--- src/apb_pkg.sv ---
// APB3-style bus without pready or pslverr; slaves here respond with zero wait states
`default_nettype none

package apb_pkg;

    // Bus widths
    localparam int addr_w = 8;
    localparam int data_w = 32;

    // Master-driven side of the bus
    // Byte-addressed, but table entries sit on consecutive addresses
    typedef struct packed {
        logic [addr_w-1:0] paddr;
        logic              pwrite;
        logic [data_w-1:0] pwdata;
        logic              psel;
        logic              penable;
    } apb_req_t;

    // Access phase of a write transfer
    function automatic logic is_write(apb_req_t req);
        return req.psel & req.penable & req.pwrite;
    endfunction

    // Access phase of a read transfer
    function automatic logic is_read(apb_req_t req);
        return req.psel & req.penable & ~req.pwrite;
    endfunction

endpackage

`default_nettype wire

--- src/ivmu_pkg.sv ---
// Interrupt vector unit definitions; register addresses assume an 8-bit APB address bus
`default_nettype none

package ivmu_pkg;

    // Interrupt line count and index width
    localparam int num_irq = 16;
    localparam int idx_w   = 4;

    // Vector table entry width
    localparam int vec_w   = 32;

    // One bit per line, for irq_in, mask and pending
    typedef logic [num_irq-1:0] irq_t;

    // Single vector table entry
    typedef logic [vec_w-1:0] vector_t;

    // Priority encoder result
    // idx only meaningful when valid is set
    typedef struct packed {
        logic [idx_w-1:0] idx;
        logic             valid;
    } prio_t;

    // Register map
    // Table entry n lives at address n, so 8'h00 to 8'h0F
    localparam logic [7:0] addr_tbl_first = 8'h00;
    localparam logic [7:0] addr_tbl_last  = 8'h0F;
    // Mask, low 16 bits of the data bus
    localparam logic [7:0] addr_mask      = 8'h40;
    // Masked interrupt lines, read only
    localparam logic [7:0] addr_pending   = 8'h44;

    // Reset values
    localparam vector_t vec_reset_base = 32'hE000_0000;
    localparam int      vec_reset_step = 256;
    // All lines masked out of reset
    localparam irq_t    mask_reset     = '1;

    // Reset value of table entry n
    function automatic vector_t vec_reset(int unsigned n);
        return vec_reset_base + vector_t'(n * vec_reset_step);
    endfunction

    // True when an address falls inside the vector table
    function automatic logic is_tbl_addr(logic [7:0] addr);
        return (addr >= addr_tbl_first) && (addr <= addr_tbl_last);
    endfunction

endpackage

`default_nettype wire

--- src/apb_ivmu.sv ---
// APB interrupt vector unit top; no wait states, irq_in assumed synchronous to pclk
`default_nettype none

module apb_ivmu (
    input  wire logic                   pclk,
    input  wire logic                   preset_n,
    input  wire apb_pkg::apb_req_t      apb,
    input  wire ivmu_pkg::irq_t         irq_in,
    input  wire logic                   vector_ack,
    output logic [apb_pkg::data_w-1:0]  prdata,
    output ivmu_pkg::vector_t           vector,
    output logic                        irq_out,
    output logic                        vector_req
);

    // Masked interrupt lines
    ivmu_pkg::irq_t              pending;

    // Encoder result
    ivmu_pkg::prio_t             prio;

    // Handshake side table read port
    logic [ivmu_pkg::idx_w-1:0]  vec_idx;
    ivmu_pkg::vector_t           vec_entry;

    // Registers, masking and APB access
    ivmu_regfile u_regfile (
        .pclk      (pclk),
        .preset_n  (preset_n),
        .apb       (apb),
        .irq_in    (irq_in),
        .vec_idx   (vec_idx),
        .prdata    (prdata),
        .pending   (pending),
        .vec_entry (vec_entry)
    );

    // Lowest pending index wins
    ivmu_prio_enc u_prio_enc (
        .pending (pending),
        .prio    (prio)
    );

    // Vector delivery over req/ack
    ivmu_vector_hs u_vector_hs (
        .pclk       (pclk),
        .preset_n   (preset_n),
        .prio       (prio),
        .vec_entry  (vec_entry),
        .vector_ack (vector_ack),
        .vec_idx    (vec_idx),
        .vector     (vector),
        .vector_req (vector_req)
    );

    // Any unmasked line, outside the handshake
    // Follows irq_in with no delay
    assign irq_out = |pending;

endmodule

`default_nettype wire

--- src/ivmu_prio_enc.sv ---
// Fixed-priority encoder, line 0 highest; purely combinational
`default_nettype none

module ivmu_prio_enc (
    input  wire ivmu_pkg::irq_t pending,
    output ivmu_pkg::prio_t     prio
);

    // Any line at all
    logic any_pending;

    assign any_pending = |pending;

    // Scan from the lowest priority upward
    // Last hit wins, so the lowest set index is kept
    always_comb begin
        prio.idx = '0;
        for (int i = ivmu_pkg::num_irq - 1; i >= 0; i--) begin
            if (pending[i]) begin
                prio.idx = i[ivmu_pkg::idx_w-1:0];
            end
        end
        // idx stays zero when nothing is pending
        prio.valid = any_pending;
    end

endmodule

`default_nettype wire

--- src/ivmu_regfile.sv ---
// Zero-wait-state APB slave; prdata registered on the access edge, irq_in must be pclk-synchronous
`default_nettype none

module ivmu_regfile (
    input  wire logic                             pclk,
    input  wire logic                             preset_n,
    input  wire apb_pkg::apb_req_t                apb,
    input  wire ivmu_pkg::irq_t                   irq_in,
    input  wire logic [ivmu_pkg::idx_w-1:0]       vec_idx,
    output logic [apb_pkg::data_w-1:0]            prdata,
    output ivmu_pkg::irq_t                        pending,
    output ivmu_pkg::vector_t                     vec_entry
);

    // Vector table and line mask
    ivmu_pkg::vector_t tbl [ivmu_pkg::num_irq];
    ivmu_pkg::irq_t    mask;

    // Decoded access strobes
    logic wr_en;
    logic rd_en;

    // Address decode
    logic                         tbl_hit;
    logic [ivmu_pkg::idx_w-1:0]   tbl_sel;

    // Read data selected for the current address
    logic [apb_pkg::data_w-1:0]   rd_data;

    assign wr_en = apb_pkg::is_write(apb);
    assign rd_en = apb_pkg::is_read(apb);

    // Entry n sits at address n, so low bits pick the entry
    assign tbl_hit = ivmu_pkg::is_tbl_addr(apb.paddr);
    assign tbl_sel = apb.paddr[ivmu_pkg::idx_w-1:0];

    // Set mask bit removes that line
    assign pending = irq_in & ~mask;

    // Second read port for the handshake controller
    // Independent of any APB cycle
    assign vec_entry = tbl[vec_idx];

    // Table writes
    // Reset loads base plus 256 per entry
    always_ff @(posedge pclk or negedge preset_n) begin
        if (!preset_n) begin
            for (int n = 0; n < ivmu_pkg::num_irq; n++) begin
                tbl[n] <= ivmu_pkg::vec_reset(n);
            end
        end else if (wr_en && tbl_hit) begin
            tbl[tbl_sel] <= apb.pwdata;
        end
    end

    // Mask write
    // Only the low 16 data bits land, the rest are dropped
    always_ff @(posedge pclk or negedge preset_n) begin
        if (!preset_n) begin
            mask <= ivmu_pkg::mask_reset;
        end else if (wr_en && (apb.paddr == ivmu_pkg::addr_mask)) begin
            mask <= apb.pwdata[ivmu_pkg::num_irq-1:0];
        end
    end

    // Read mux
    // Mask and pending come back zero-extended
    always_comb begin
        rd_data = '0;
        if (tbl_hit) begin
            rd_data = tbl[tbl_sel];
        end else begin
            case (apb.paddr)
                ivmu_pkg::addr_mask: begin
                    rd_data[ivmu_pkg::num_irq-1:0] = mask;
                end
                ivmu_pkg::addr_pending: begin
                    // Live view, not a sampled copy
                    rd_data[ivmu_pkg::num_irq-1:0] = pending;
                end
                default: begin
                    // Unmapped addresses read zero
                    rd_data = '0;
                end
            endcase
        end
    end

    // prdata loads on the access edge and holds until the next read
    always_ff @(posedge pclk or negedge preset_n) begin
        if (!preset_n) begin
            prdata <= '0;
        end else if (rd_en) begin
            prdata <= rd_data;
        end
    end

endmodule

`default_nettype wire

--- src/ivmu_vector_hs.sv ---
// Level req/ack handshake; vector frozen while requesting, at least one idle cycle between requests
`default_nettype none

module ivmu_vector_hs (
    input  wire logic                         pclk,
    input  wire logic                         preset_n,
    input  wire ivmu_pkg::prio_t              prio,
    input  wire ivmu_pkg::vector_t            vec_entry,
    input  wire logic                         vector_ack,
    output logic [ivmu_pkg::idx_w-1:0]        vec_idx,
    output ivmu_pkg::vector_t                 vector,
    output logic                              vector_req
);

    // Request machine
    typedef enum logic {
        st_idle = 1'b0,
        st_req  = 1'b1
    } state_t;

    state_t state;
    state_t state_nxt;

    // Table lookup follows the current winner
    assign vec_idx = prio.idx;

    // Next state
    always_comb begin
        state_nxt = state;
        case (state)
            st_idle: begin
                // Something pending, raise the request next edge
                if (prio.valid) begin
                    state_nxt = st_req;
                end
            end
            st_req: begin
                // Low ack is back-pressure, just hold
                if (vector_ack) begin
                    state_nxt = st_idle;
                end
            end
            default: begin
                state_nxt = st_idle;
            end
        endcase
    end

    always_ff @(posedge pclk or negedge preset_n) begin
        if (!preset_n) begin
            state <= st_idle;
        end else begin
            state <= state_nxt;
        end
    end

    // Vector capture
    // Only on leaving idle, so later table or mask changes never reach it
    always_ff @(posedge pclk or negedge preset_n) begin
        if (!preset_n) begin
            vector <= '0;
        end else if ((state == st_idle) && prio.valid) begin
            vector <= vec_entry;
        end
    end

    // Request is the state itself, glitch free
    assign vector_req = (state == st_req);

endmodule

`default_nettype wire

--- config.mk ---
export PLATFORM = sky130hd
export DESIGN_NAME = apb_ivmu
export DESIGN_NICKNAME = d
export VERILOG_FILES = /design/src/apb_pkg.sv /design/src/ivmu_pkg.sv /design/src/apb_ivmu.sv /design/src/ivmu_prio_enc.sv /design/src/ivmu_regfile.sv /design/src/ivmu_vector_hs.sv
export SDC_FILE = /design/constraint.sdc
export NUM_CORES = 1
export LEC_CHECK = 0
export ABC_AREA = 1
export BUFFER_PORTS_ARGS = -buffer_cell sky130_fd_sc_hd__buf_4
export CAP_MARGIN = 20
export CORE_MARGIN = 5
export CORE_UTILIZATION = 24
export CTS_BUF_LIST = sky130_fd_sc_hd__clkbuf_4
export CTS_CLUSTER_SIZE = 20
export DETAILED_ROUTE_END_ITERATION = 10
export GPL_ROUTABILITY_DRIVEN = 0
export GPL_TIMING_DRIVEN = 1
export PLACE_DENSITY = 0.47
export REMOVE_ABC_BUFFERS = 1
export SLEW_MARGIN = 40
export SYNTH_ARGS = -nofsm -noshare
export SYNTH_HDL_FRONTEND = slang
export SYNTH_SLANG_ARGS = --single-unit
--- constraint.sdc ---
create_clock -name pclk -period 2.55 [get_ports pclk]
set_input_delay 0 -clock pclk [delete_from_list [all_inputs] [get_ports pclk]]
set_output_delay 0 -clock pclk [all_outputs]
set_load 0.03 [all_outputs]
==> metrics <==
outcome complete, but fails checks; failing checks negative setup slack; Layout area overhead 28.90%; FF+latch count, synth 593; Avg Cell Area, Syn 7.447 µm²; switching share of power 32.76%; largest area contributor in the netlist dfrtp_1; Critical path buffers and inverters 3; met1 wire length 62.14 mm; Avg WL per Cell 21.45 µm; CTS max path bufs 3; Synth Area in XOR/XNOR 0%; top area cells in the synthesized netlist dfrtp_1 (39%), nand2_1 (13%), o21ai_0 (11%); Simple-Gate Fraction of Synth Area 24.91%; clock power share 38.9%; DP Worst Slack -0.2023 ns; row count 133; number of flops mapped to enable cells by yosys 0; fmax 0.3694 GHz; Tot GR Track Use 18.79%; clock slew at reported path FFs 0.06 ns; post-route insts no fill 6500; post-placement cell area 36200 µm²; post-route clock period utilization 106.2%; Post-synth top cells nand2_1 (1077), o21ai_0 (707), nand3_1 (681); Worst Tran Pin Value 0.9679 ns; max layer used met4; Logic pwr share 19.4%; Seq/Total Area, Yosys 46.95%; Core Area 131600 µm²; share of layout cells above drive strength 1 18.99%; # setup viols final 34; cell mode on critical path nand2_1; Post-Synthesis Cells 4278; die width 374.3 µm; Worst EP arrival 3.67 ns; GRT overflow 0; post-synthesis cell type count 30; via count 32028; mux contribution to synthesized area 0%; clock sinks 593; Synth top area share 39.04%; largest net degree at the start of global routing 111; P_leak 18.12 nW; Initial Utilization 24.20%; synthesized area 31860 µm²; count of max-cap constraint violations 0; total CTS buffers 170; post-synthesis adder-cell area fraction 0%; drt drc 0; wirelength, routed 139.4 mm; Setup TNS -2.673 ns; HPWL Detailed 81.05 mm; Ports 128; most frequent cell after synthesis nand2_1; slowest stage cell, crit path dfstp_2; DR vias/cell 4.927; CP top delay family simple AND/OR/NAND/NOR gates; Critical Path RT 3.51 ns; slew margin rel. 35.47%; metal2 WL 61.81 mm; Compound-Gate Fraction of Synth Area 16.71%; PortBufs 127; Max stage delay on crit path 0.53 ns; final-report max-slew violation count 0; placed cells 6019; worst setup path class flip-flop to flip-flop; final instance area 41070 µm²; vias in the first global route 30581; Seq pwr share 41.7%; WHS 0.05497 ns; Max VDD drop 0.3862 mV; Switch Pwr 8.009 mW; worst min path class input pin to flip-flop; crit end category flip-flop; Async S/R FF share, synth 100.0%; Clk Latency, worst-skew pair 1.15 ns; final setup margin -0.1573 ns; Total Die Area 140100 µm²; first-pass GRT wire length 201.6 mm; RSZ-0062 raised after global routing yes; DR pass1 iterations 6; final hold violations 0; CTS tree done; Initial DRC Count 3105; minimum clock period 2.707 ns; largest family of logic cells by synthesized area simple AND/OR/NAND/NOR gates; Met3 Wirelength 10.51 mm; power per cell area 595.2 nW/µm²; Detail Route Antenna Nets 0; CTS root buffer clkbuf_4; Die H 374.3 µm; final net count 4661; Yosys Warn Count 0; Int Pwr 16.44 mW; Top FF cell, synth dfrtp_1; H-tree Lvls 4; initial antenna violation count 2; Crit Path Max Fanout 7; kind of start point of the critical path flip-flop; clock skew 0.08047 ns
[power by group through the flow]
stage               clock network [mW]  registers [mW]  logic [mW]
floorplan                            0            10.7        1.47
global placement                     0            10.4        4.29
detailed placement                   0            10.4        4.29
CTS                               9.82            10.2        4.56
global route                      10.3            10.2        5.07
finish                            9.50            10.2        4.75
[state kept, by name (all words and copies together), names as in the netlist]
signal	flops
u_regfile.prdata	32
u_vector_hs.vector	32
u_regfile.mask	16
u_regfile.tbl	512
u_vector_hs.vector_req	1
[tightest hold or removal path, delay by kind of cell]
family / cells / cell delay, ns
simple gates: 1 / 0.11
buf+inv: 2 / 0.64
compound gates: 3 / 0.35
[per-layer routing]
metal  up-vias  GRT usage [%]
li1      14903              -
met1     15452          25.46
met2      1368          29.00
met3       305          4.481
met4         0          7.243
met5         -              0
[cell families after synthesis]
| kind of cell | Yosys count |
|---|---|
| and+or+nand+nor | 1836 |
| AOI/OAI and AO/OA | 952 |
| DFF | 593 |
| buffers and inverters | 897 |
[final cells by class]
cell class                      count  area [µm²]
Sequential cell                   593       14960
Fill cell                       14195       90560
Inverter                          550        2068
Clock inverter                     47       271.5
Timing Repair Buffer              494        5562
Clock buffer                      266        1997
Multi-Input combinational cell   2790       14000
Tap cell                         1755        2196
Antenna cell                        5       12.51
[layout by cell type, fill, tap and decap left out, drive strengths merged, types with 2 or more instances in the layout]
| cell type | count |
|---|---|
| nand4 | 21 |
| dlygate4sd3 | 119 |
| clkbuf | 279 |
| nand3 | 681 |
| nor2 | 20 |
| bufinv | 2 |
| o221ai | 51 |
| a22o | 16 |
| a22oi | 49 |
| buf | 361 |
| o21ai | 707 |
| nand2 | 1082 |
| o22ai | 92 |
| o2111ai | 3 |
| inv | 551 |
| a21oi | 17 |
| clkinvlp | 7 |
| diode | 5 |
| nand3b | 32 |
| dfrtp | 497 |
| clkinv | 37 |
| a221oi | 14 |
| dfstp | 96 |
[final timing paths]
path | slack (ns) | to | depth (start not counted) | start
setup / recovery | -0.16 | u_vector_hs.vector[28] | 26 | u_regfile.mask[15]
hold / removal | 0.05 | u_regfile.prdata[2] | 6 | irq_in[2]
setup reg to reg | -0.16 | u_vector_hs.vector[28] | 26 | u_regfile.mask[15]
hold reg to reg | 0.48 | u_vector_hs.vector[10] | 2 | u_vector_hs.vector[10]
max in group asynchronous | 1.10 | u_regfile.prdata[23] | 6 | preset_n
min in group asynchronous | 0.49 | u_regfile.tbl[480] | 5 | preset_n
[repair_timing]
item / 4_1_cts / 5_1_grt
endpoints found under the hold margin: 1186 / 23
setup endpoints to repair: 33 / 37
gates cloned: 7 / 19
pin swaps: 13 / 52
buffers inserted: 12 / 9
hold buffers: 118 / 3
resized for setup: 52 / 106
[through the flow]
step                      total power, mW  util [%]
after global routing                25.64     31.20
after floorplan                     12.18         -
final                               24.44     31.20
after CTS                           24.58     30.49
after global placement              14.66     27.50
after detailed placement            14.65     27.50
No activity file was read; power rests on OpenSTA's default activity.
